[config.mk]
export PLATFORM = sky130hd
export DESIGN_NAME = scope_top
export DESIGN_NICKNAME = d
export VERILOG_FILES = /design/src/acq_pkg.sv /design/src/scope_acq.sv /design/src/scope_fifo.sv /design/src/scope_top.sv /design/src/scope_trigger.sv
export SDC_FILE = /design/constraint.sdc
export NUM_CORES = 1
export LEC_CHECK = 0
export CORE_MARGIN = 3
export CORE_UTILIZATION = 60
export CTS_CLUSTER_DIAMETER = 120
export DETAILED_ROUTE_END_ITERATION = 16
export DONT_BUFFER_PORTS = 1
export PLACE_DENSITY_LB_ADDON = 0.12
export SLEW_MARGIN = 10
export SYNTH_ARGS = -nofsm -noshare
export SYNTH_HDL_FRONTEND = slang
export SYNTH_SLANG_ARGS = --single-unit
export TNS_END_PERCENT = 50
[constraint.sdc]
create_clock -name sti -period 3.87 [get_ports sti]
set_input_delay 0.387 -clock sti [delete_from_list [all_inputs] [get_ports sti]]
set_output_delay 0.387 -clock sti [all_outputs]
set_load 0.005 [all_outputs]
[src/acq_pkg.sv]
package acq_pkg;

////////////////////////////////////////////////////////////////////////////
// sample format
////////////////////////////////////////////////////////////////////////////

localparam int unsigned SMP_W = 14;  // adc resolution

// two's complement adc sample
typedef logic signed [SMP_W-1:0] smp_t;

// one stream beat
typedef struct packed {
  smp_t dat;  // sample value
  logic lst;  // end of frame
} str_t;

////////////////////////////////////////////////////////////////////////////
// trigger sources
////////////////////////////////////////////////////////////////////////////

localparam int unsigned TRG_N = 2;  // number of trigger sources

localparam int unsigned TRG_SW  = 0;  // software trigger bit
localparam int unsigned TRG_LVL = 1;  // level crossing bit

// slope of level crossing
typedef enum logic {
  EDGE_RISE = 1'b0,  // below -> at/above
  EDGE_FALL = 1'b1   // above -> at/below
} trg_edge_t;

////////////////////////////////////////////////////////////////////////////
// acquisition controller
////////////////////////////////////////////////////////////////////////////

typedef enum logic [1:0] {
  ACQ_IDLE = 2'd0,  // stopped
  ACQ_PRE  = 2'd1,  // armed, waiting for trigger
  ACQ_PST  = 2'd2   // triggered, post samples
} acq_state_t;

endpackage: acq_pkg

[src/scope_acq.sv]
`timescale 1ns/100ps

module scope_acq #(
  int unsigned TW = 32,  // time stamp width
  int unsigned CW = 16   // counter width
)(
  input  logic                      sti,      // sample clock
  input  logic                      ctl_rst,  // sync reset / clear acq
  // input stream
  input  acq_pkg::str_t             s_str,
  input  logic                      s_vld,
  output logic                      s_rdy,
  output logic                      s_trn,    // transfer strobe, to trigger
  // free running time
  input  logic [TW-1:0]             cts,
  // trigger sources and mode
  input  logic                      lvl_trg,  // level crossing pulse
  input  logic [acq_pkg::TRG_N-1:0] cfg_trg,  // trigger mask
  input  logic                      cfg_con,  // continuous
  input  logic                      cfg_aut,  // automatic trigger
  input  logic [CW-1:0]             cfg_pst,  // post trigger length
  // controls
  input  logic                      ctl_acq,  // start
  input  logic                      ctl_trg,  // software trigger
  input  logic                      ctl_stp,  // stop
  // output stream
  output acq_pkg::str_t             o_str,
  output logic                      o_vld,
  input  logic                      o_rdy,
  // interrupts
  output logic                      irq_trg,
  output logic                      irq_stp,
  // status
  output logic [CW-1:0]             sts_pre,
  output logic [CW-1:0]             sts_pst,
  output logic                      sts_acq,
  output logic                      sts_trg,
  // time stamps
  output logic [TW-1:0]             cts_acq,
  output logic [TW-1:0]             cts_trg,
  output logic [TW-1:0]             cts_stp
);

import acq_pkg::*;

////////////////////////////////////////////////////////////////////////////
// input handshake
////////////////////////////////////////////////////////////////////////////

acq_state_t acq_st;  // controller state
logic       acq_act;  // pre or post
logic       fwd;      // beat goes to output stage

assign s_rdy = o_rdy | ~o_vld;  // room downstream or empty register
assign s_trn = s_vld & s_rdy;

assign acq_act = (acq_st != ACQ_IDLE);
assign sts_acq = acq_act;
assign fwd     = s_trn & acq_act;  // idle transfers are dropped

////////////////////////////////////////////////////////////////////////////
// trigger and stop events
////////////////////////////////////////////////////////////////////////////

logic [TRG_N-1:0] trg_src;  // raw sources before mask
logic             trg;
logic             stp;
logic [CW-1:0]    pst_nxt;  // post count incl. current beat

always_comb begin
  trg_src          = '0;
  trg_src[TRG_SW]  = ctl_trg;
  trg_src[TRG_LVL] = lvl_trg;
end

// trigger only counts while armed
assign trg = (acq_st == ACQ_PRE) & |(trg_src & cfg_trg);

assign pst_nxt = sts_pst + 1'b1;

// any stop reason, only while acquiring
assign stp = acq_act & (ctl_stp
                     | (s_trn & s_str.lst)
                     | (~cfg_con & (acq_st == ACQ_PST) & s_trn
                        & (pst_nxt == cfg_pst)));

////////////////////////////////////////////////////////////////////////////
// state machine, counters, time stamps
////////////////////////////////////////////////////////////////////////////

always_ff @(posedge sti) begin
  if (ctl_rst) begin
    acq_st  <= ACQ_IDLE;
    sts_trg <= 1'b0;
    sts_pre <= '0;
    sts_pst <= '0;
    cts_acq <= '0;
    cts_trg <= '0;
    cts_stp <= '0;
    irq_trg <= 1'b0;
    irq_stp <= 1'b0;
  end else begin
    irq_trg <= trg;  // one cycle pulses
    irq_stp <= stp;
    case (acq_st)
      ACQ_IDLE: begin
        if (ctl_acq) begin
          acq_st  <= cfg_aut ? ACQ_PST : ACQ_PRE;
          sts_trg <= cfg_aut;
          sts_pre <= '0;
          sts_pst <= '0;
          cts_acq <= cts;
          if (cfg_aut) cts_trg <= cts;  // auto: trigger at start
        end
      end
      ACQ_PRE: begin
        if (s_trn) sts_pre <= sts_pre + 1'b1;  // trigger beat included
        if (trg) begin
          acq_st  <= ACQ_PST;
          sts_trg <= 1'b1;
          cts_trg <= cts;
        end
      end
      ACQ_PST: begin
        if (s_trn) sts_pst <= pst_nxt;
      end
      default: acq_st <= ACQ_IDLE;
    endcase
    // stop overrides whatever the case picked
    if (stp) begin
      acq_st  <= ACQ_IDLE;
      cts_stp <= cts;
    end
  end
end

////////////////////////////////////////////////////////////////////////////
// output register
////////////////////////////////////////////////////////////////////////////

always_ff @(posedge sti) begin
  if (ctl_rst) begin
    o_vld <= 1'b0;
  end else if (s_rdy) begin
    o_vld <= fwd;  // load or drain
  end
end

always_ff @(posedge sti) begin
  if (fwd) begin
    o_str.dat <= s_str.dat;
    o_str.lst <= stp;  // mark the stopping beat
  end
end

endmodule: scope_acq

[src/scope_fifo.sv]
`timescale 1ns/100ps

module scope_fifo #(
  int unsigned AW = 4  // address width
)(
  input  logic          sti,      // sample clock
  input  logic          ctl_rst,  // sync reset
  // write side
  input  acq_pkg::str_t w_str,
  input  logic          w_vld,
  output logic          w_rdy,
  // read side
  output acq_pkg::str_t r_str,
  output logic          r_vld,
  input  logic          r_rdy
);

import acq_pkg::*;

localparam int unsigned DEPTH = 2**AW;

////////////////////////////////////////////////////////////////////////////
// storage and pointers
////////////////////////////////////////////////////////////////////////////

str_t          mem [0:DEPTH-1];
logic [AW-1:0] wr_ptr;
logic [AW-1:0] rd_ptr;
logic [AW:0]   cnt;     // entries in mem, not counting r_str

logic w_trn;   // write transfer
logic r_ld;    // output register can take a word
logic mem_rd;  // pop from mem into r_str
logic byp;     // write goes straight to r_str
logic mem_wr;  // push into mem

assign w_rdy  = ~cnt[AW];  // msb set only when full
assign w_trn  = w_vld & w_rdy;
assign r_ld   = ~r_vld | r_rdy;
assign mem_rd = r_ld & (cnt != '0);
assign byp    = r_ld & (cnt == '0) & w_trn;  // empty, keep one cycle latency
assign mem_wr = w_trn & ~byp;

always_ff @(posedge sti) begin
  if (ctl_rst) begin
    wr_ptr <= '0;
    rd_ptr <= '0;
    cnt    <= '0;
  end else begin
    if (mem_wr) wr_ptr <= wr_ptr + 1'b1;  // wraps at depth
    if (mem_rd) rd_ptr <= rd_ptr + 1'b1;
    case ({mem_wr, mem_rd})
      2'b10:   cnt <= cnt + 1'b1;
      2'b01:   cnt <= cnt - 1'b1;
      default: cnt <= cnt;  // both or neither
    endcase
  end
end

always_ff @(posedge sti) begin
  if (mem_wr) mem[wr_ptr] <= w_str;
end

////////////////////////////////////////////////////////////////////////////
// registered read port
////////////////////////////////////////////////////////////////////////////

always_ff @(posedge sti) begin
  if (ctl_rst) begin
    r_vld <= 1'b0;
  end else if (r_ld) begin
    r_vld <= mem_rd | byp;
  end
end

always_ff @(posedge sti) begin
  if (mem_rd) r_str <= mem[rd_ptr];  // oldest first
  else if (byp) r_str <= w_str;
end

endmodule: scope_fifo

[src/scope_top.sv]
`timescale 1ns/100ps

module scope_top #(
  int unsigned TW      = 32,  // time stamp width
  int unsigned CW      = 16,  // counter width
  int unsigned FIFO_AW = 4    // fifo address width
)(
  input  logic                      sti,      // sample clock
  input  logic                      ctl_rst,  // sync reset / clear acq
  input  logic [TW-1:0]             cts,      // free running time
  // adc stream in
  input  acq_pkg::str_t             s_str,
  input  logic                      s_vld,
  output logic                      s_rdy,
  // buffered stream out
  output acq_pkg::str_t             m_str,
  output logic                      m_vld,
  input  logic                      m_rdy,
  // configuration
  input  logic [acq_pkg::TRG_N-1:0] cfg_trg,  // trigger mask
  input  logic                      cfg_con,  // continuous
  input  logic                      cfg_aut,  // automatic
  input  logic [CW-1:0]             cfg_pst,  // post length
  input  acq_pkg::smp_t             cfg_lvl,  // level threshold
  input  acq_pkg::trg_edge_t        cfg_edg,  // slope
  // controls
  input  logic                      ctl_acq,
  input  logic                      ctl_trg,
  input  logic                      ctl_stp,
  // interrupts
  output logic                      irq_trg,
  output logic                      irq_stp,
  // status
  output logic [CW-1:0]             sts_pre,
  output logic [CW-1:0]             sts_pst,
  output logic                      sts_acq,
  output logic                      sts_trg,
  // time stamps
  output logic [TW-1:0]             cts_acq,
  output logic [TW-1:0]             cts_trg,
  output logic [TW-1:0]             cts_stp
);

import acq_pkg::*;

logic s_trn;    // input transfer, shared with trigger
logic lvl_trg;  // level crossing pulse
str_t acq_str;  // acq -> fifo
logic acq_vld;
logic acq_rdy;

////////////////////////////////////////////////////////////////////////////
// trigger, controller, buffer
////////////////////////////////////////////////////////////////////////////

scope_trigger u_trg (
  .sti (sti), .ctl_rst (ctl_rst), .str_dat (s_str.dat), .str_trn (s_trn),
  .cfg_lvl (cfg_lvl), .cfg_edg (cfg_edg), .lvl_trg (lvl_trg)
);

scope_acq #(.TW (TW), .CW (CW)) u_acq (
  .sti (sti), .ctl_rst (ctl_rst),
  .s_str (s_str), .s_vld (s_vld), .s_rdy (s_rdy), .s_trn (s_trn), .cts (cts),
  .lvl_trg (lvl_trg), .cfg_trg (cfg_trg), .cfg_con (cfg_con),
  .cfg_aut (cfg_aut), .cfg_pst (cfg_pst),
  .ctl_acq (ctl_acq), .ctl_trg (ctl_trg), .ctl_stp (ctl_stp),
  .o_str (acq_str), .o_vld (acq_vld), .o_rdy (acq_rdy),
  .irq_trg (irq_trg), .irq_stp (irq_stp),
  .sts_pre (sts_pre), .sts_pst (sts_pst), .sts_acq (sts_acq), .sts_trg (sts_trg),
  .cts_acq (cts_acq), .cts_trg (cts_trg), .cts_stp (cts_stp)
);

// back-pressure from m_rdy reaches s_rdy through here
scope_fifo #(.AW (FIFO_AW)) u_fifo (
  .sti (sti), .ctl_rst (ctl_rst),
  .w_str (acq_str), .w_vld (acq_vld), .w_rdy (acq_rdy),
  .r_str (m_str), .r_vld (m_vld), .r_rdy (m_rdy)
);

endmodule: scope_top

[src/scope_trigger.sv]
`timescale 1ns/100ps

module scope_trigger (
  input  logic               sti,      // sample clock
  input  logic               ctl_rst,  // sync reset
  // observed input stream
  input  acq_pkg::smp_t      str_dat,  // current sample
  input  logic               str_trn,  // transfer strobe
  // configuration
  input  acq_pkg::smp_t      cfg_lvl,  // threshold
  input  acq_pkg::trg_edge_t cfg_edg,  // slope select
  // crossing pulse
  output logic               lvl_trg
);

import acq_pkg::*;

////////////////////////////////////////////////////////////////////////////
// previous transferred sample
////////////////////////////////////////////////////////////////////////////

smp_t prv_dat;  // last sample seen on a transfer
logic prv_vld;  // prv_dat holds a real sample

// valid flag only, cleared until the first transfer
always_ff @(posedge sti) begin
  if (ctl_rst) begin
    prv_vld <= 1'b0;
  end else if (str_trn) begin
    prv_vld <= 1'b1;
  end
end

always_ff @(posedge sti) begin
  if (str_trn) prv_dat <= str_dat;  // follow every transfer
end

////////////////////////////////////////////////////////////////////////////
// level compare
////////////////////////////////////////////////////////////////////////////

logic crs;  // crossing for selected slope

always_comb begin
  case (cfg_edg)
    // rising: was below, now at or above
    EDGE_RISE: crs = (prv_dat < cfg_lvl) & (str_dat >= cfg_lvl);
    // falling mirrors it
    EDGE_FALL: crs = (prv_dat > cfg_lvl) & (str_dat <= cfg_lvl);
    default:   crs = 1'b0;
  endcase
end

// single cycle pulse, same cycle as the crossing transfer
assign lvl_trg = str_trn & prv_vld & crs;

endmodule: scope_trigger

# Word level (Yosys, flattened, before mapping)
# Memory sizes are Yosys's and may differ from the RTL's. A register that Yosys moved wholly into a read port is not among the register bits.
# Cells that the tools add are included.
# totals
register_bits	193
latchBits	0
ramBits	240
romBits	0
input_bits	89
output_inout_bits	149
elab_cells	111
memories	1
# mem_list
memory	words	width	read_ports	rd_ports_with_merged_regs	write_ports	line_no	text
u_fifo.mem	16	15	1	1	1	scope_fifo.sv:26	str_t mem [0:DEPTH-1];
# op_classes
add_sub_neg	6
n_mul	0
div_mod_pow	0
order_cmp	4
eq_ne	10
n_shift	0
n_mux	24
n_bitwise	30
n_reduce_logical	16
# ops
cell	count
32-bit two-way mux	3
16-bit case mux with 2 select lines	2
32-bit case mux with 2 select lines	1
16-bit two-way mux	3
16-bit by 1-bit adder with 16-bit output (second input constant)	2
15-bit two-way mux	2
1-bit AND	17
16-bit equality test	1
14-bit >= comparator	1
14-bit greater-than comparator	1
14-bit less-or-equal comparator	1
14-bit less-than comparator	1
3-bit AND reduction	4
5-bit case mux with 2 select lines	1
2-bit nonzero test	5
4-bit by 1-bit adder with 4-bit output (second input constant)	2
4-bit two-way mux	2
1-bit NOT	7
2-bit two-way mux	3
2-bit by 1-bit != test with 1-bit output (second input constant)	3
2-bit case mux with 3 select lines	1
5-bit by 1-bit adder with 5-bit output (second input constant)	1
5-bit zero test	1
1-bit bitwise OR	5
other kinds (12)	20

# Longest topological paths before layout
# Gate-level depths: netlist of run 1.
# depth
word_depth	10
mapped_depth	13
depth_no_buf	13

# Hierarchy
# From an unflattened synthesis of run 1, not the netlist that was laid out.
# hier_totals
cells_unflattened	1523
area_unflattened_um2	19473.7
# modules_own_cells
mod	n_inst	cells_each	area_per_inst_um2	seq_area_each_um2
scope_fifo	1	545	10887.9	8017.7
scope_acq	1	857	7350.8	3133.0
scope_trigger	1	121	1234.9	440.4

# Least setup slack after synthesis of run 1
# Ideal clock, no wire load.
# synth_path
kind	reg-to-reg
start	register u_fifo.cnt[1]
end	register u_fifo.cnt[4]
setup_ps	70
t_arrival_ps	2884
required_ps	3800
path_slack_ps	916
stages_incl_launch_ff	14
period_less_slack_ps	2954
path_cell_list	dfxtp_1 -> or4_1 -> o21ai_0 -> clkbuf_1 -> inv_1 -> ha_1 -> inv_1 -> fa_1 -> inv_1 -> a21o_1 -> a21oi_1 -> xnor2_1 -> or3_1 -> a21oi_1
# synth_via
elab_cells_between_ends	13
# synth_rtl
item	line_no	text
start, declared	scope_fifo.sv:29	logic [AW:0] cnt;
start signal, assigned	scope_fifo.sv:53	2'b10: cnt <= cnt + 1'b1;
start signal, assigned	scope_fifo.sv:54	2'b01: cnt <= cnt - 1'b1;
start signal, assigned	scope_fifo.sv:55	default: cnt <= cnt;
5-bit nonzero test (*)	scope_fifo.sv:40	assign mem_rd = r_ld & (cnt != '0);
1-bit AND (*)	scope_fifo.sv:40	
net u_fifo.mem_rd	scope_fifo.sv:33	logic mem_rd;
2-bit by 1-bit equality test with 1-bit output / 2-bit equality test (equally long branches)	scope_fifo.sv:52	case ({mem_wr, mem_rd})
5-bit case mux with 2 select lines / 2-bit nonzero test (equally long branches)	-	
# The timed path passes the listed nets; every way through them passes the cells marked *.
# A chain may end at the register's enable or synchronous reset.

# Worst setup path in the final report of run 1
# layout_path
start	register u_acq.sts_pst[0]
end	register u_acq.cts_stp[1]
# layout_via
elab_chain_cells	5
# layout_lines
item	line_no	text
start, declared	scope_acq.sv:35	output logic [CW-1:0] sts_pst,
start signal, assigned	scope_acq.sv:125	if (s_trn) sts_pst <= pst_nxt;
16-bit by 1-bit adder with 16-bit output	scope_acq.sv:79	assign pst_nxt = sts_pst + 1'b1;
16-bit equality test	scope_acq.sv:85	& (pst_nxt == cfg_pst)));
1-bit AND	scope_acq.sv:85	
1-bit bitwise OR	scope_acq.sv:84	| (~cfg_con & (acq_st == ACQ_PST) & s_trn
1-bit AND	scope_acq.sv:82	assign stp = acq_act & (ctl_stp
end signal, assigned	scope_acq.sv:132	cts_stp <= cts;
end, declared	scope_acq.sv:41	output logic [TW-1:0] cts_stp
# Every way passes these cells.

==> results.cfg, run 1 <==
[pwr]
power_density_mw_per_mm2 = 563
vdd_drop_max_mv = 0.418
power_leakage_nw = 7.29

[clock_tree]
cts_tree = done
clockRootBuffer = clkbuf_16
htreeDepth = 2
post_cts_resized = 0
path_clk_slew_ns = 0.06
clock_sinks = 437
cts_buffers = 45
ctsHoldBuffers = 48
clockBufferDepth = 3
clock_latency_ns = 0.54
postCtsSetupBuffers = 0

[cells_and_area]
nets = 1454
layout-area-overhead-vs-synth_pct = 13.6
diodes = 0
stdcell_area_mm2 = 0.0203
drive_gt1_share_pct = 14.9

[synthesis]
synth_area_mm2 = 0.0179
synthCells = 1259
yosys_warnings = 0
yosysSeqAreaShare_pct = 64.9
syn_area_per_cell_um2 = 14.2
synth_cell_types = 55
synthesis.nets = 1388
synth_edf_count = 284
synth-main-ff-cell = edfxtp_1
synth_area_leaders = edfxtp_1, dfxtp_1, mux4_2, mux2i_1, ha_1
synth_area_leader_cell = edfxtp_1
ys_async_sr_fraction_pct = 0
ys_seq_elements = 437
netlist.area_leader.share_pct = 47.7

[grt]
overflow = 0
grt_max_degree = 102
grt_pass1_vias = 10559
antenna_found_initial = 2
grt_usage_pct = 24.9
grt_pass1_wl_mm = 60.4

[floorplanning]
die_y_um = 179
ios = 238
fp.dieArea_mm2 = 0.0319
core_area_mm2 = 0.0290
start_util_pct = 61.6
die_width_um = 179
rows = 62

[timing]
fin_crit_sh_pct = 90.8
final_max_slew_viol_count = 0
worst_pin_slew_ns = 1.08
finalSetupViolCount = 0
relSlewSlack_pct = 27.9
fin_crit_ns = 3.52
rsz0062_at_grt = false
skew_ns = 0.0197
totalNegativeSetupSlack_ns = 0
hold_ws_ns = 0.0179
fmax_mhz = 284
hold_viol = 0

[worst_hold_path]
hold_class = in -> reg
min_from = cts[1]

[place]
dpl.hpwl_mm = 24.5
place_area_mm2 = 0.0184
place_congestion = 0.890
io_buffers = 0

[setup_path]
critical_path_required_ns = 4.28
end_kind = register
path_max_fanout = 22
startpoint = u_acq.sts_pst[0]
worst_ep_arrival_time_ns = 3.93
startpoint_type = register
path_class = reg -> reg
r2r-start = u_acq.sts_pst[0]

[routing]
drc = 0
drt-total-wl_mm = 39.7
wl_per_cell_um = 22.8
viasPerCell = 6.01
dr_total_vias = 10490
drtPass1Iterations = 5
ant_nets = 0
drt_iter0_markers = 876

[status]
status = complete, no violations

[job]
max_cap_viol_count = 0
-- sequential cells by signal (all words and copies together), names as in the netlist, 14 cells and up, named ones only --
register,flops
u_trg.prv_dat,14
u_fifo.r_str,15
u_fifo.mem,240
u_acq.cts_stp,32
u_acq.sts_pst,16
u_acq.sts_pre,16
u_acq.cts_acq,32
u_acq.cts_trg,32
u_acq.o_str,15
-- final timing paths --
path                      endpoint  slack [ns]  cells past startpoint
hold / removal    u_acq.cts_trg[1]        0.02                      2
setup reg to reg  u_acq.cts_stp[1]        0.35                     10
hold reg to reg   u_acq.cts_acq[3]        0.48                      2
setup / recovery  u_acq.cts_stp[1]        0.35                     10
-- synth_stat cells, types with 5 or more instances --
master / number
edfxtp_1: 284
dfxtp_1: 153
nand2_1: 111
nor2_1: 102
mux4_2: 75
a21oi_1: 74
nand2b_1: 72
mux2i_1: 68
clkbuf_1: 47
ha_1: 39
inv_1: 27
xor2_1: 24
o21ai_0: 22
xnor2_1: 20
mux2_2: 16
nand3_1: 15
nand4_1: 12
nor3_1: 10
or3_1: 10
and3_1: 6
and2_1: 5
buf_1: 5
-- kinds of logic after synthesis --
kind of cell	synth area share (%)
AND/OR/NAND/NOR	9.92
adder cells (fa/ha/maj)	2.84
XOR/XNOR	2.16
flip-flops	64.9
buffers and inverters	2.06
AO/OA/AOI/OAI	3.89
multiplexers	14.3
-- worst max-delay path, stage by stage (launching register included) --
cell,delay (ns)
dfxtp_1,0.49
ha_1,0.31
xor2_1,0.17
nor4_1,0.26
nand3_1,0.11
or4_1,0.51
nor4_1,0.47
a41oi_4,0.40
buf_4,0.40
mux2i_1,0.20
nor2_1,0.06
-- area by class of cell --
cell class | instances | area [um2]
fill | 1946 | 8720
clock inverter | 21 | 141
sequential | 437 | 11600
tap | 384 | 480
timing repair buffer | 79 | 781
multi-input combinational | 734 | 5960
clock buffer | 61 | 1230
inverter | 28 | 105
-- report_power, final --
| part | switching, W | internal (W) | total, W | leakage [nW] |
|---|---|---|---|---|
| clock network | 0.00174 | 0.00224 | 0.00398 | 0.668 |
| registers | 0.000298 | 0.00527 | 0.00556 | 3.83 |
| logic | 0.000913 | 0.000966 | 0.00188 | 2.79 |
| total | 0.00296 | 0.00847 | 0.0114 | 7.29 |
-- cell usage in the layout (no fill, tap or decap), types with 39 or more instances in the layout --
cell type / count
a21oi_1: 74
clkbuf_16: 45
dfxtp_1: 151
dlygate4sd3_1: 47
edfxtp_1: 284
ha_1: 39
mux2i_1: 68
mux4_2: 75
nand2_1: 111
nand2b_1: 72
nor2_1: 102
-- layer usage --
layer  GRT usage, %  part of all wire [%]  vias to the layer above
met1           33.3                    40                     5231
met4           7.18                   2.5                        4
li1               -                     -                     4787
met2           40.6                    50                      383
met5              0                 0.055                        -
met3           6.60                   7.8                       85
-- per-stage QoR --
stage | total power (W) | cells | util (%) | worst slack [ns]
floorplan | 0.00699 | 1259 | - | 0.916
global placement | 0.00742 | 1614 | 63.5 | 0.495
detailed placement | 0.00748 | 1614 | 63.5 | 0.406
CTS | 0.0115 | 1744 | 69.9 | 0.385
global route | 0.0119 | 1744 | 69.9 | 0.119
finish | 0.0114 | 1744 | 69.9 | 0.355
Power figures use the tool's default switching activity.
==> run 2: changes to the inputs <==
- CORE_ASPECT_RATIO: unset -> 1.4
- HOLD_SLACK_MARGIN: unset -> 0.02
==> run 2 against run 1 <==
- sequential cell count did not move
- non-clock buffer count up 5
- worst setup slack worse by 0.043 ns
- hold slack better by 0.017 ns
- fmax fell by 1.2%
- utilization shrank 0.86 points
- die area is essentially flat
- first-iteration DRC count down 16%
==> results.cfg, run 2 (same netlist as run 1, synthesis figures left out) <==
[status]
status = complete, no violations

[place]
dpl.hpwl_mm = 25.5
io_buffers = 0
place_congestion = 0.829
place_area_mm2 = 0.0184

[setup_path]
critical_path_required_ns = 4.28
crit_path_top_delay_cell = or4_1
reg2regPathDepth = 10
max_stage_delay_ns = 0.52
path_max_fanout = 22
r2r-end = u_acq.cts_stp[13]
path_class = reg -> reg
crit_chain = ha_1, nand3_2, o21ai_0, nand3_1, or4_1, nor4_1, a41oi_4, buf_4, mux2i_1, nor2_1
startpoint_type = register
r2r-start = u_acq.sts_pst[0]
worst-r2r-setup-slack_ns = 0.31
crit_end = u_acq.cts_stp[13]
worst_ep_arrival_time_ns = 3.96
startpoint = u_acq.sts_pst[0]
end_kind = register

[clock_tree]
cts_buffers = 40
clock_sinks = 437
clock_latency_ns = 0.54
clockRootBuffer = clkbuf_16
clockBufferDepth = 3
htreeDepth = 2
post_cts_resized = 0
path_clk_slew_ns = 0.06
cts_tree = done

[cells_and_area]
regMostFlops = u_fifo.mem
stdcell_area_mm2 = 0.0202
final_cell_mix = edfxtp_1, dfxtp_1, nand2_1
drive_gt1_share_pct = 14.5
largest_register_ffs = 240
layout_commonest_cell = edfxtp_1
nFillCells = 2039
finish.utilization_pct = 69.1
layout-area-overhead-vs-synth_pct = 13.1
nets = 1454

[floorplanning]
start_util_pct = 61.1
core_area_mm2 = 0.0293
ios = 238
die_y_um = 210
rows = 74
die_width_um = 152
fp.dieArea_mm2 = 0.0319

[grt]
overflow = 0
grt_max_degree = 110
antenna_found_initial = 1
grt_usage_pct = 25.6
grt_pass1_wl_mm = 63.7
grt_pass1_vias = 10945

[routing]
ant_nets = 0
drtPass1Iterations = 5
viasPerCell = 6.07
wl_per_cell_um = 23.7
drt_iter0_markers = 733
drc = 0
dr_total_vias = 10525
drt-total-wl_mm = 41.2

[pwr]
power_density_mw_per_mm2 = 560
finalPower_w = 0.0113
vdd_drop_max_mv = 0.417
power_leakage_nw = 7.27

[timing]
finalSetupViolCount = 0
fmax_mhz = 281
final_max_slew_viol_count = 0
fin_crit_sh_pct = 92.0
rsz0062_at_grt = false
totalNegativeSetupSlack_ns = 0
hold_viol = 0
relSlewSlack_pct = 31.3
fin_crit_ns = 3.56
skew_ns = 0.0250
hold_ws_ns = 0.0349
worst_pin_slew_ns = 1.03

[job]
max_cap_viol_count = 0

[worst_hold_path]
hold_class = in -> reg
## run 2: cell types whose count changed in the layout (fill, tap and decap cells not counted), sizes merged
| cell | change |
|---|---|
| clkinv | -4 |
| clkbuf | -7 |
| clkinvlp | -2 |
| dlygate4sd3 | +2 |
| bufinv | +2 |
| buf | +3 |
| diode | +1 |
## run 2: how the worst min path moves through the flow
stage,slack [ns],start,endpoint,depth (start not counted)
after floorplan,0.45,u_acq.cts_acq[0],u_acq.cts_acq[0],2
after global placement,0.46,u_acq.cts_acq[19],u_acq.cts_acq[19],2
after detailed placement,0.46,u_acq.cts_acq[10],u_acq.cts_acq[10],2
after CTS,0.02,ctl_rst,u_acq.cts_trg[2],2
after global routing,0.03,ctl_rst,u_acq.cts_trg[8],2
final,0.03,cts[7],u_acq.cts_stp[7],2
## run 2: timing repair
action / 4_1_cts / 5_1_grt
hold endpoints to repair: 164 / 0
hold buffers: 50 / 0
setup endpoints to repair: 0 / 0
buffers inserted: 0 / 0
## run 2: power by group
| group | switching [W] | leakage [nW] | internal (W) |
|---|---|---|---|
| Clock | 0.00169 | 0.635 | 0.00221 |
| Sequential | 0.000306 | 3.83 | 0.00526 |
| Combinational | 0.000891 | 2.81 | 0.000971 |
## run 2: final cells by class
type	instances	area [um2]	share of cell area, %
Clock inverter	17	150	0.743
Timing Repair Buffer	84	786	3.89
Multi-Input combinational cell	734	5960	29.5
Tap cell	380	475	2.35
Sequential cell	437	11600	57.4
Inverter	28	105	0.520
Clock buffer	54	1140	5.62
Antenna cell	1	2.50	0.0124
## run 2: worst max-delay path: cells and delay by family (launching register included)
family                   cells  cell delay [ns]
AO/OA/AOI/OAI                2             0.60
adder cells (fa/ha/maj)      1             0.32
buffers and inverters        1             0.40
flip-flops                   1             0.49
multiplexers                 1             0.23
AND/OR/NAND/NOR              5             1.38
## run 2: metal layers
layer  global-route usage [%]  vias to the layer above  wire length, um
met5                        0                        -                0
met4                     7.94                        0             1190
met3                     6.84                       88             3130
met2                     45.0                      393            21600
met1                     31.3                     5274            15300
li1                         -                     4770                -
## run 2: stage by stage
step / setup WS (ns) / std cells
detailed placement: 0.400 / 1613
floorplan: 0.916 / 1259
global placement: 0.494 / 1613
CTS: 0.374 / 1734
global route: 0.103 / 1735
finish: 0.311 / 1735
==> run 3: changes to the inputs <==
- SYNTH_HIERARCHICAL: unset -> 1
==> run 3 against run 2 <==
- first-iteration DRC count rose by 5.5%
- register-to-register slack improved by 0.16 ns
- sequential power rose by 3%
- clock skew rose by 0.011 ns
- critical path type unchanged
- final cell count rose by 14%
- synthesized cell count rose by 21%
==> results.cfg, run 3 <==
[status]
status = complete, no violations

[synthesis]
synth_area_leader_cell = edfxtp_1
syn_area_per_cell_um2 = 12.8
netlist.area_leader.share_pct = 43.8
synthesis.nets = 1651
synth_area_leaders = edfxtp_1, dfxtp_1, mux4_2, nand2_1, a21oi_1
synth_commonest_cells = edfxtp_1, nand2_1, dfxtp_1, a21oi_1, nor2_1
synth_cell_types = 83
synth_area_mm2 = 0.0195
synth_top_family_by_area = simple AND/OR/NAND/NOR gates
synthCells = 1523
yosys.area_share.simple_pct = 13.1
synth-main-ff-cell = edfxtp_1
synth_edf_count = 284
yosys_warnings = 6
yosysSeqAreaShare_pct = 59.5
synth_compound_area_share_pct = 9.27
muxShareOfSynthArea_pct = 10.6
synth_most_common_cell = edfxtp_1
yosys.area_share.xor_xnor_pct = 1.66
synthAdderAreaFrac_pct = 2.51
ys_async_sr_fraction_pct = 0
ys_seq_elements = 437

[cells_and_area]
layout-area-overhead-vs-synth_pct = 11.9
largest_register_ffs = 240
layout_commonest_cell = edfxtp_1
drive_gt1_share_pct = 16.1
final_cell_mix = edfxtp_1, nand2_1, dfxtp_1
nets = 1677
finish.utilization_pct = 68.5
nFillCells = 2208
regMostFlops = u_fifo/mem

[timing]
totalNegativeSetupSlack_ns = 0
finalSetupViolCount = 0
fin_crit_sh_pct = 87.9
fin_crit_ns = 3.40
rsz0062_at_grt = false
fmax_mhz = 294
worst_pin_slew_ns = 0.954
hold_ws_ns = 0.0640
final_max_slew_viol_count = 0
hold_viol = 0
relSlewSlack_pct = 36.2
skew_ns = 0.0360

[routing]
dr_total_vias = 12347
drt_iter0_markers = 773
viasPerCell = 6.25
ant_nets = 0
drt-total-wl_mm = 45.5
wl_per_cell_um = 23.0
drc = 0
drtPass1Iterations = 5

[pwr]
vdd_drop_max_mv = 0.438
intPower_w = 0.00908
power_density_mw_per_mm2 = 564
clockPowerShare_pct = 35.2
net-switching-power_w = 0.00321
comb_power_share_pct = 18.1
power_leakage_nw = 7.64
seq_power_share_pct = 46.6
sw_frac_of_total_pct = 26.1

[setup_path]
path_class = reg -> reg
worst_ep_arrival_time_ns = 3.88
startpoint = u_trg/prv_dat[9]
max_stage_delay_ns = 0.45
path_max_fanout = 32
r2r-start = u_trg/prv_dat[9]
critPathBufInv = 1
critical_path_required_ns = 4.34
crit_path_top_delay_cell = a311oi_2
crit_chain = ha_1, a21oi_1, o21ai_1, a311oi_2, nand4_1, a21o_1, a21oi_1, nor4bb_1, a22oi_1, nor2_1, nand2_1, nand2_1, o21ai_2, buf_4, nand2_1, a21oi_1
end_kind = register
cp_top_family = compound AO/OA/AOI/OAI gates
startpoint_type = register

[clock_tree]
postCtsSetupBuffers = 0
clockRootBuffer = clkbuf_16
clock_sinks = 437
htreeDepth = 2
clock_latency_ns = 0.55
cts_buffers = 40
cts_tree = done
clockBufferDepth = 3
path_clk_slew_ns = 0.06

[floorplanning]
fp.dieArea_mm2 = 0.0347
start_util_pct = 61.3
die_y_um = 219
core_area_mm2 = 0.0318
ios = 238
rows = 77
die_width_um = 158

[job]
max_cap_viol_count = 0

[grt]
overflow = 0
use_met3_pct = 7.91
grt_pass1_wl_mm = 70.8
grt_busiest_layer = met2
grt_max_degree = 101
antenna_found_initial = 2
grt_use_met2_pct = 45.3
grt_util_met1_pct = 31.2
grt_usage_pct = 26.4
grt_pass1_vias = 12570

[place]
io_buffers = 0
place_congestion = 0.857
dpl.hpwl_mm = 28.4

[worst_hold_path]
min_from = ctl_rst
hold_class = in -> reg
## run 3: changes by cell type after synthesis, sizes merged, moves of 16 or more
cell	before	now
a21oi	74	119
a22o	0	16
buf	13	36
mux2	16	34
mux2i	68	20
nand2	111	199
nand2b	72	13
nand3	16	56
nand3b	2	37
nor2	102	76
nor2b	4	53
o211ai	1	35
## run 3: metrics by stage
step	cell area (um2)	std cells	setup WS (ns)	total power [W]
CTS	21800	1975	0.504	0.0124
finish	21800	1977	0.469	0.0123
global placement	19800	1854	0.542	0.00796
global route	21800	1976	0.0587	0.0128
detailed placement	19800	1854	0.459	0.00801
floorplan	19500	1523	0.785	0.00754
## run 3: kinds of logic after synthesis
kind of cell / after synthesis
AND/OR/NAND/NOR: 507
flip-flops: 437
XOR/XNOR: 37
multiplexers: 114
AO/OA/AOI/OAI: 257
adder cells (fa/ha/maj): 39
buffers and inverters: 132
## run 3: path summary, 6_finish.rpt
check	slack, ns	endpoint	cells after the start
min reg2reg	0.48	u_acq/cts_acq[16]	2
max reg2reg	0.47	u_acq/cts_trg[14]	16
min	0.06	u_acq/sts_pst[3]	2
max	0.47	u_acq/cts_trg[14]	16
## run 3: layout make-up
type / instances / area [um2] / share of cell area [%]
Sequential cell: 437 / 11600 / 53.2
Multi-Input combinational cell: 954 / 7290 / 33.5
Clock buffer: 54 / 1190 / 5.45
Timing Repair Buffer: 82 / 803 / 3.69
Tap cell: 395 / 494 / 2.27
Clock inverter: 19 / 284 / 1.30
Inverter: 34 / 128 / 0.586
Antenna cell: 2 / 5.00 / 0.0230
## run 3: layer usage
layer	routed length (um)	part of all wire (%)	up-vias
met1	16800	37	6093
met2	23300	51	456
met4	1810	4.0	0
li1	-	-	5696
met5	0	0	-
met3	3630	8.0	102
## run 3: timing repair
action | in CTS | in global routing
hold buffers | 48 | 0
gates resized for setup | 0 | 0
hold endpoints to repair | 131 | 0
## run 3: power by group through the flow
stage | sequential (W) | combinational [W] | clock (W)
finish | 0.00573 | 0.00223 | 0.00433
global route | 0.00579 | 0.00244 | 0.00458
CTS | 0.00574 | 0.00225 | 0.00440
detailed placement | 0.00584 | 0.00216 | 0
global placement | 0.00584 | 0.00212 | 0
floorplan | 0.00559 | 0.00195 | 0
